===== config.mk =====
export PLATFORM = sky130hd
export DESIGN_NAME = route_core
export DESIGN_NICKNAME = d
export VERILOG_FILES = /design/src/design/route_core_pkg.sv /design/src/design/rx_port_arb.sv /design/src/design/mac_route_table.sv /design/src/design/fwd_ctrl.sv /design/src/design/tx_fanout.sv /design/src/design/route_core.sv
export VERILOG_INCLUDE_DIRS = /design/src /design/src/design
export SDC_FILE = /design/constraint.sdc
export NUM_CORES = 1
export LEC_CHECK = 0
export BUFFER_PORTS_ARGS = -buffer_cell sky130_fd_sc_hd__buf_4
export CORE_ASPECT_RATIO = 1.2
export CORE_MARGIN = 4
export CORE_UTILIZATION = 45
export CTS_BUF_LIST = sky130_fd_sc_hd__clkbuf_2
export DETAILED_ROUTE_END_ITERATION = 6
export PLACE_DENSITY = 0.73
export SETUP_SLACK_MARGIN = 0.1
export SYNTH_ARGS = -nofsm -noshare
export SYNTH_HDL_FRONTEND = slang
export SYNTH_HIERARCHICAL = 1
export SYNTH_SLANG_ARGS = --single-unit

===== constraint.sdc =====
create_clock -name i_clk -period 10.8 [get_ports i_clk]
set_input_delay 0.54 -clock i_clk [delete_from_list [all_inputs] [get_ports i_clk]]
set_output_delay 0.54 -clock i_clk [all_outputs]
set_load 0.02 [all_outputs]

===== src/design/route_core_cfg.svh =====
/* Sizes of the forwarding core. RC_NETH must stay 4 while port_idx_t is 2 bits wide.
   MAC fields are located in the first beat of a frame, most significant byte first. */
`ifndef ROUTE_CORE_CFG_SVH
`define ROUTE_CORE_CFG_SVH

// Number of switch ports
`define RC_NETH 4

// Bits per beat on both the receive and the transmit side
`define RC_BEATW 128

// Bits in one MAC address
`define RC_MACW 48

// Log2 of the learned table depth, 8 entries
`define RC_LGTBL 3

// Destination MAC sits in bits 127..80 of the first beat
`define RC_DST_LSB 80
// Source MAC follows it in bits 79..32
`define RC_SRC_LSB 32

`endif


===== src/design/route_core_pkg.sv =====
/* Vector types and FSM encoding shared by the forwarding core. */
`default_nettype none

`include "route_core_cfg.svh"

package route_core_pkg;

	// One beat of frame data
	typedef logic [`RC_BEATW-1:0] beat_t;

	// A MAC address
	typedef logic [`RC_MACW-1:0] mac_t;

	// One bit per port, for masks, grants, valid and ready vectors
	typedef logic [`RC_NETH-1:0] port_mask_t;

	// Number of one port
	typedef logic [1:0] port_idx_t;

	// Index into the learned table
	typedef logic [`RC_LGTBL-1:0] tbl_idx_t;

	// Forwarding FSM: wait for a port, resolve it, stream the frame
	typedef enum logic [1:0] {FWD_IDLE, FWD_LOOKUP, FWD_PASS} fwd_state_t;

endpackage

`default_nettype wire


===== src/design/rx_port_arb.sv =====
/* Grants one receive port per frame in round-robin order after the last served port.
   Before a grant the mux shows the candidate port so its first beat can be looked up. */
`timescale 1ns/1ps
`default_nettype none

`include "route_core_cfg.svh"

module rx_port_arb
	import route_core_pkg::*;
(
	input  wire        i_clk,
	input  wire        i_rst_n,
	input  wire port_mask_t i_rx_valid,
	output port_mask_t o_rx_ready,
	input  wire beat_t i_rx_data [`RC_NETH],
	input  wire port_mask_t i_rx_last,
	input  wire        i_grant_take,
	input  wire        i_grant_done,
	input  wire        i_fwd_ready,
	output logic       o_req,
	output logic       o_valid,
	output logic       o_last,
	output beat_t      o_data,
	output port_idx_t  o_src
);

	port_mask_t grant;
	// Last served port and the granted port while a grant is held
	port_idx_t  last_q;
	port_idx_t  pick;
	port_idx_t  cand;
	port_idx_t  sel;
	logic       granted;

	// Search starts one past the last served port and wraps
	always_comb
	begin
		pick = last_q;
		for (int k = `RC_NETH; k >= 1; k--)
		begin
			cand = port_idx_t'(last_q + k);
			if (i_rx_valid[cand])
				pick = cand;
		end
	end

	assign granted = |grant;
	assign sel     = granted ? last_q : pick;
	assign o_req   = (|i_rx_valid) & ~granted;

	// Beat mux with valid raised only once the grant is latched
	assign o_data     = i_rx_data[sel];
	assign o_last     = i_rx_last[sel];
	assign o_src      = sel;
	assign o_valid    = |(grant & i_rx_valid);
	assign o_rx_ready = grant & {`RC_NETH{i_fwd_ready}};

	always_ff @(posedge i_clk or negedge i_rst_n)
	begin
		if (!i_rst_n)
		begin
			grant  <= '0;
			// Port 0 is searched first after reset
			last_q <= port_idx_t'(`RC_NETH - 1);
		end
		else if (i_grant_done)
			grant <= '0;
		else if (i_grant_take)
		begin
			grant  <= port_mask_t'(1) << pick;
			last_q <= pick;
		end
	end

	// Never more than one port owns the path
	a_grant_onehot: assert property (@(posedge i_clk) disable iff (!i_rst_n)
		$onehot0(grant));

endmodule

`default_nettype wire


===== src/design/mac_route_table.sv =====
/* Eight learned entries with no aging; a new MAC replaces entries in round-robin order.
   A lookup sees the table as it was before the learn of the same request. */
`timescale 1ns/1ps
`default_nettype none

`include "route_core_cfg.svh"

module mac_route_table
	import route_core_pkg::*;
(
	input  wire       i_clk,
	input  wire       i_rst_n,
	input  wire       i_lkup,
	input  wire mac_t i_src_mac,
	input  wire mac_t i_dst_mac,
	input  wire port_idx_t i_src,
	output logic      o_hit,
	output port_idx_t o_port
);

	localparam int NTBL = 1 << `RC_LGTBL;

	////////////////////////////////////////////////////////////
	// Table storage
	////////////////////////////////////////////////////////////
	logic [NTBL-1:0] tbl_vld;
	mac_t            tbl_mac  [NTBL];
	port_idx_t       tbl_port [NTBL];
	// Next entry to overwrite with an unknown source
	tbl_idx_t        rep_ptr;

	logic      dst_hit;
	port_idx_t dst_port;
	logic      src_hit;
	tbl_idx_t  src_idx;

	// Parallel match of both MACs against every entry
	always_comb
	begin
		dst_hit  = 1'b0;
		dst_port = '0;
		src_hit  = 1'b0;
		src_idx  = '0;
		for (int e = 0; e < NTBL; e++)
		begin
			if (tbl_vld[e] && tbl_mac[e] == i_dst_mac)
			begin
				dst_hit  = 1'b1;
				dst_port = tbl_port[e];
			end
			if (tbl_vld[e] && tbl_mac[e] == i_src_mac)
			begin
				src_hit = 1'b1;
				src_idx = tbl_idx_t'(e);
			end
		end
	end

	////////////////////////////////////////////////////////////
	// Learn and registered result
	////////////////////////////////////////////////////////////
	always_ff @(posedge i_clk or negedge i_rst_n)
	begin
		if (!i_rst_n)
		begin
			tbl_vld <= '0;
			rep_ptr <= '0;
			o_hit   <= 1'b0;
		end
		else
		begin
			o_hit <= i_lkup & dst_hit;
			// New source claims the entry under the pointer
			if (i_lkup && !src_hit)
			begin
				tbl_vld[rep_ptr] <= 1'b1;
				rep_ptr          <= rep_ptr + 1'b1;
			end
		end
	end

	always_ff @(posedge i_clk)
	begin
		if (i_lkup)
		begin
			o_port <= dst_port;
			// Known source moves in place, station may have changed port
			if (src_hit)
				tbl_port[src_idx] <= i_src;
			else
			begin
				tbl_mac[rep_ptr]  <= i_src_mac;
				tbl_port[rep_ptr] <= i_src;
			end
		end
	end

	// Result is strictly one cycle behind its request
	a_hit_after_lkup: assert property (@(posedge i_clk) disable iff (!i_rst_n)
		o_hit |-> $past(i_lkup));

endmodule

`default_nettype wire


===== src/design/fwd_ctrl.sv =====
/* One frame at a time. The mask is valid from the lookup cycle, so the first beat
   may already leave then; a frame back to its own port is accepted and dropped. */
`timescale 1ns/1ps
`default_nettype none

`include "route_core_cfg.svh"

module fwd_ctrl
	import route_core_pkg::*;
(
	input  wire        i_clk,
	input  wire        i_rst_n,
	input  wire        i_req,
	input  wire        i_beat_valid,
	input  wire        i_beat_last,
	input  wire        i_beat_take,
	input  wire beat_t i_first_data,
	input  wire port_idx_t i_src,
	input  wire        i_hit,
	input  wire port_idx_t i_port,
	output logic       o_grant_take,
	output logic       o_grant_done,
	output logic       o_lkup,
	output mac_t       o_src_mac,
	output mac_t       o_dst_mac,
	output port_mask_t o_mask
);

	fwd_state_t state;
	port_mask_t mask_q;
	port_mask_t mask_nx;
	logic       bcast_q;
	logic       take;

	// MAC fields of the first beat
	assign o_dst_mac = i_first_data[`RC_DST_LSB +: `RC_MACW];
	assign o_src_mac = i_first_data[`RC_SRC_LSB +: `RC_MACW];

	// Grant and lookup start together
	assign o_grant_take = (state == FWD_IDLE) & i_req;
	assign o_lkup       = o_grant_take;

	assign take         = i_beat_valid & i_beat_take;
	assign o_grant_done = (state != FWD_IDLE) & take & i_beat_last;

	// Flood on broadcast or miss; a hit on the source itself sends nowhere
	always_comb
	begin
		mask_nx = ~(port_mask_t'(1) << i_src);
		if (!bcast_q && i_hit)
		begin
			if (i_port == i_src)
				mask_nx = '0;
			else
				mask_nx = port_mask_t'(1) << i_port;
		end
	end

	assign o_mask = (state == FWD_LOOKUP) ? mask_nx : mask_q;

	always_ff @(posedge i_clk or negedge i_rst_n)
	begin
		if (!i_rst_n)
		begin
			state   <= FWD_IDLE;
			mask_q  <= '0;
			bcast_q <= 1'b0;
		end
		else
		begin
			case (state)
				FWD_IDLE:
				begin
					if (i_req)
					begin
						bcast_q <= &o_dst_mac;
						state   <= FWD_LOOKUP;
					end
				end
				FWD_LOOKUP:
				begin
					mask_q <= mask_nx;
					// Single-beat frame may finish here
					state  <= o_grant_done ? FWD_IDLE : FWD_PASS;
				end
				default:
				begin
					if (o_grant_done)
						state <= FWD_IDLE;
				end
			endcase
		end
	end

	// Source port comes from the arbiter, mask from the table result
	a_no_echo: assert property (@(posedge i_clk) disable iff (!i_rst_n)
		(state == FWD_PASS) |-> !o_mask[i_src]);

endmodule

`default_nettype wire


===== src/design/tx_fanout.sv =====
/* One-beat register shared by all transmit ports; data and last are common to all.
   The next beat loads in the cycle the last owed port takes the current one. */
`timescale 1ns/1ps
`default_nettype none

module tx_fanout
	import route_core_pkg::*;
(
	input  wire        i_clk,
	input  wire        i_rst_n,
	input  wire        i_valid,
	input  wire        i_last,
	input  wire beat_t i_data,
	input  wire port_mask_t i_mask,
	output logic       o_ready,
	output port_mask_t o_tx_valid,
	output beat_t      o_tx_data,
	output logic       o_tx_last,
	input  wire port_mask_t i_tx_ready
);

	// Ports still owed the held beat
	port_mask_t pend;
	// Mask the held beat was loaded with
	port_mask_t mask_q;
	beat_t      data_q;
	logic       last_q;
	logic       load;

	// Register empty or every owed port takes the beat now
	assign o_ready = ((pend & ~i_tx_ready) == '0);
	assign load    = i_valid & o_ready;

	assign o_tx_valid = pend;
	assign o_tx_data  = data_q;
	assign o_tx_last  = last_q;

	always_ff @(posedge i_clk or negedge i_rst_n)
	begin
		if (!i_rst_n)
			pend <= '0;
		else if (load)
			// An empty mask owes no port and drops the beat
			pend <= i_mask;
		else
			pend <= pend & ~i_tx_ready;
	end

	always_ff @(posedge i_clk)
	begin
		if (load)
		begin
			data_q <= i_data;
			last_q <= i_last;
			mask_q <= i_mask;
		end
	end

	// Owed ports never leave the mask of the held beat
	a_pend_subset: assert property (@(posedge i_clk) disable iff (!i_rst_n)
		(pend & ~mask_q) == '0);

endmodule

`default_nettype wire


===== src/design/route_core.sv =====
/* Four-port forwarding core with one shared path: one frame moves at a time.
   Transmit data and last are common; o_tx_valid selects the ports that take them. */
`timescale 1ns/1ps
`default_nettype none

`include "route_core_cfg.svh"

module route_core
	import route_core_pkg::*;
(
	input  wire        i_clk,
	input  wire        i_rst_n,
	input  wire port_mask_t i_rx_valid,
	output port_mask_t o_rx_ready,
	input  wire beat_t i_rx_data [`RC_NETH],
	input  wire port_mask_t i_rx_last,
	output port_mask_t o_tx_valid,
	input  wire port_mask_t i_tx_ready,
	output beat_t      o_tx_data,
	output logic       o_tx_last
);

	// Arbiter to FSM handshake
	logic       req;
	logic       grant_take;
	logic       grant_done;
	// Granted beat stream
	logic       beat_valid;
	logic       beat_last;
	beat_t      beat_data;
	port_idx_t  src;
	logic       fwd_ready;
	// Table request and result
	logic       lkup;
	mac_t       src_mac;
	mac_t       dst_mac;
	logic       hit;
	port_idx_t  hit_port;
	port_mask_t mask;

	rx_port_arb u_rx_port_arb (.i_clk(i_clk), .i_rst_n(i_rst_n), .i_rx_valid(i_rx_valid),
		.o_rx_ready(o_rx_ready), .i_rx_data(i_rx_data), .i_rx_last(i_rx_last),
		.i_grant_take(grant_take), .i_grant_done(grant_done), .i_fwd_ready(fwd_ready),
		.o_req(req), .o_valid(beat_valid), .o_last(beat_last), .o_data(beat_data),
		.o_src(src));

	mac_route_table u_mac_route_table (.i_clk(i_clk), .i_rst_n(i_rst_n), .i_lkup(lkup),
		.i_src_mac(src_mac), .i_dst_mac(dst_mac), .i_src(src), .o_hit(hit),
		.o_port(hit_port));

	fwd_ctrl u_fwd_ctrl (.i_clk(i_clk), .i_rst_n(i_rst_n), .i_req(req),
		.i_beat_valid(beat_valid), .i_beat_last(beat_last), .i_beat_take(fwd_ready),
		.i_first_data(beat_data), .i_src(src), .i_hit(hit), .i_port(hit_port),
		.o_grant_take(grant_take), .o_grant_done(grant_done), .o_lkup(lkup),
		.o_src_mac(src_mac), .o_dst_mac(dst_mac), .o_mask(mask));

	tx_fanout u_tx_fanout (.i_clk(i_clk), .i_rst_n(i_rst_n), .i_valid(beat_valid),
		.i_last(beat_last), .i_data(beat_data), .i_mask(mask), .o_ready(fwd_ready),
		.o_tx_valid(o_tx_valid), .o_tx_data(o_tx_data), .o_tx_last(o_tx_last),
		.i_tx_ready(i_tx_ready));

endmodule

`default_nettype wire


==> metrics <==
Final Hold Viols 0; post-CTS setup repair buffer count 0; area delta synth->final 35.3%; CP startpoint kind flip-flop; Synth Net Count 3022; Total GRT Usage 37.1%; CP endpoint kind flip-flop; total routed wirelength 145000 um; DRT iter0 DRCs 3298; worst-path fanout max between 40 and 50; Hold Path Sink u_mac_route_table/tbl_mac[7][22]$_DFFE_PP_; Setup WS post-layout 3.00 ns; CP required 11.68 ns; nets 4103; wire per inst 31.4 um; CTS H-tree depth 4; Yosys cell types between 70 and 80; Final setup viols 0; yosys warns 6; maximum vdd ir drop 0.0000918 V; Clock Latency Late Sink 1.35 ns; #FFs+latches synth 560; most frequent cell after synthesis edfxtp_1; CTS tree done; Worst R2R Setup Slack 3.00 ns; Pleak ~17 nW; Hold Crit Class input pin to flip-flop; cell taking the most area after synthesis edfxtp_1; RSZ-0062 raised after global routing no; data arrival time of the worst path 8.68 ns; Worst R2R End u_mac_route_table/tbl_mac[0][6]$_DFFE_PP_; Placed Area 37900 um^2; WHS Path Cells 4; f_max 128 MHz; Post-synth EDFFs about 530; fin crit share between 70% and 80%; GR Overflow Total 0; register area share after synthesis ~52%; drt pass-1 iters 7; DIE AREA 75400 um^2; largest net degree at the start of global routing 119; Setup TNS 0 ns; Root Buffer clkbuf_2; initial core utilization between 40% and 50%; pre-CTS setup slack slightly above 4 ns; antenna viol nets, final 0; max_slew headroom 19.2%; DP HPWL around 95000 um; I/O Pins 663; Post-synth ARST share 5.18%; fin. max-slew vios 0; most frequent cells after synthesis edfxtp_1 (531), mux2i_1 (388), xnor2_1 (348); Max Cap Viol 0; worst-case clock buffer depth 3; Worst R2R Path Depth 19; Rows 106; first-pass GRT wire length between 150000 and 200000 um; final setup skew about 0.12 ns; Post-Synthesis Cells roughly 2500; layout cells sized above 1 around 30%; Synth top area share 49.9%; core footprint 70000 um^2; min Tclk post-route 7.80 ns; clk sink count 560; via count between 20000 and 30000; Final Instance Area between 40000 and 50000 um^2; Syn Area/Cell around 13 um^2; # port buffers 662; worst reg2reg startpoint u_rx_port_arb/grant[1]$_DFFE_PN0P_; post-synthesis cell area 32000 um^2; gpl congestion 1.05; Hold Startpoint i_rx_data[182]; drt drc 0; vias in the first global route 28000; antenna violations before repair 3; CTS buffer count 146; PD cells 126 nW/um^2; chip height 300 um; Setup CP Type flip-flop to flip-flop; Placed Cells 3954; top post-synthesis cells by area edfxtp_1 (50%), mux2i_1 (12%), xnor2_1 (9.5%); status complete, no violations; post-route insts no fill 4611; top_reg_cell synth edfxtp_1; Die Width 251 um; Slew @ Worst Pin 1.19 ns; Vias/cell roughly 5.8; Clock Pin Slew Worst Setup and Hold Paths about 0.11 ns
[repair_timing]
item	CTS	global route
resized for setup	0	0
hold buffers	392	0
hold endpoints to repair	460	0
setup endpoints to repair	0	0
[cell usage in the layout, fill, tap and decap left out, types with 7 or more instances in the layout]
| master | n |
|---|---|
| nand4_1 | 115 |
| o22ai_1 | 18 |
| or4_1 | 9 |
| o2bb2ai_1 | 8 |
| clkbuf_2 | 211 |
| nand3_1 | 23 |
| nor3_1 | 17 |
| nor2_4 | 8 |
| mux2i_1 | 315 |
| clkinv_1 | 32 |
| mux2i_2 | 56 |
| xor2_1 | 340 |
| nor2_1 | 22 |
| o21ai_0 | 23 |
| a21oi_1 | 18 |
| edfxtp_1 | 531 |
| nand2b_1 | 24 |
| nor2b_1 | 10 |
| inv_1 | 73 |
| o221ai_1 | 9 |
| nor4_1 | 104 |
| buf_4 | 778 |
| dfrtp_1 | 27 |
| dlygate4sd3_1 | 391 |
| clkinv_2 | 7 |
| xnor2_1 | 348 |
| nand2_1 | 30 |
| a22o_1 | 7 |
| mux2i_4 | 17 |
| o21bai_1 | 7 |
[state kept, by name, summed over array words and instances, names as in the netlist]
name,flops
u_tx_fanout/o_tx_valid,4
u_fwd_ctrl/bcast_q,1
u_mac_route_table/tbl_port,16
u_mac_route_table/tbl_mac,384
u_mac_route_table/o_hit,1
u_rx_port_arb/last_q,2
u_mac_route_table/o_port,2
u_rx_port_arb/grant,4
u_fwd_ctrl/state,2
u_tx_fanout/o_tx_last,1
u_mac_route_table/tbl_vld,8
u_tx_fanout/o_tx_data,128
u_fwd_ctrl/mask_q,4
u_mac_route_table/rep_ptr,3
[how the worst max path moves through the flow]
stage / from / end / cells after the start
after global routing: u_rx_port_arb/grant[1]$_DFFE_PN0P_ / u_mac_route_table/tbl_mac[5][41]$_DFFE_PP_ / 19
after detailed placement: u_rx_port_arb/grant[1]$_DFFE_PN0P_ / u_mac_route_table/o_port[0]$_DFFE_PP_ / 15
after global placement: u_rx_port_arb/grant[1]$_DFFE_PN0P_ / u_mac_route_table/o_port[1]$_DFFE_PP_ / 16
after floorplan: u_rx_port_arb/grant[1]$_DFFE_PN0P_ / u_mac_route_table/tbl_mac[0][0]$_DFFE_PP_ / 17
final: u_rx_port_arb/grant[1]$_DFFE_PN0P_ / u_mac_route_table/tbl_mac[0][6]$_DFFE_PP_ / 19
after CTS: u_rx_port_arb/grant[1]$_DFFE_PN0P_ / u_mac_route_table/tbl_mac[5][18]$_DFFE_PP_ / 19
[worst max-delay path, cell delays in order, from the launching register on]
cell	delay, ns
dfrtp_1	0.41
or4_4	0.59
o31ai_4	0.34
buf_4	0.70
buf_4	0.61
mux2i_1	0.16
dlygate4sd3_1	0.60
mux2i_2	0.14
dlygate4sd3_1	0.57
buf_4	0.40
inv_1	0.27
o2bb2ai_1	0.24
nor4_1	0.08
nand4_1	0.28
o21ai_0	0.18
or2_4	0.29
nor2_4	0.24
nand2_1	0.34
nor3_2	0.20
buf_4	0.61
[metal layers]
| metal | vias up | global-route usage (%) | share of wire [%] |
|---|---|---|---|
| li1 | 11300 | - | - |
| met1 | 13200 | 44.1 | 35 |
| met2 | 1997 | 61.3 | 47 |
| met3 | 451 | 9.61 | 11 |
| met4 | 0 | 20.8 | 6.6 |
| met5 | - | 0 | 0 |
[final cells by class]
type / instances / area, um^2
fillers: 5458 / 26800
flip-flops and latches: 560 / 16700
multi-input cells: 1622 / 13900
repair buffers: 1172 / 9810
well taps: 918 / 1150
clock buffers: 211 / 1060
clock inverters: 52 / 365
inverters: 74 / 278
diodes: 2 / 5.00
[cells by family (layout without fill, tap and decap cells)]
| kind of cell | after synthesis | in the layout | share of synthesized area, % |
|---|---|---|---|
| AO/OA/AOI/OAI | 145 | 145 | 3.37 |
| AND/OR/NAND/NOR | 399 | 399 | 7.51 |
| adder cells (fa/ha/maj) | 1 | 1 | 0.0391 |
| multiplexers | 388 | 388 | 12.1 |
| other | 0 | 2 | 0 |
| flip-flops | 560 | 560 | 52.2 |
| buffers and inverters | 313 | 1509 | 5.87 |
| XOR/XNOR | 689 | 689 | 18.9 |
[metrics by stage]
stage | total power, mW | hold WS, ns | util, %
finish | 5.46 | 0.120 | 61.8
global route | 5.63 | 0.00488 | 61.8
CTS | 5.44 | 0.00218 | 61.8
detailed placement | 3.69 | 0.475 | 54.1
global placement | 3.68 | 0.463 | 54.1
floorplan | 3.11 | 0.244 | -
[power breakdown]
| group | switching, mW | internal [mW] | leakage, nW | total, mW |
|---|---|---|---|---|
| clock | 0.943 | 0.650 | 1.04 | 1.59 |
| combinational | 0.846 | 0.603 | 11.1 | 1.45 |
| sequential | 0.000102 | 2.41 | 5.14 | 2.41 |
| total | 1.79 | 3.67 | 17.3 | 5.46 |
Note: power is estimated with default switching activity, not from simulation.
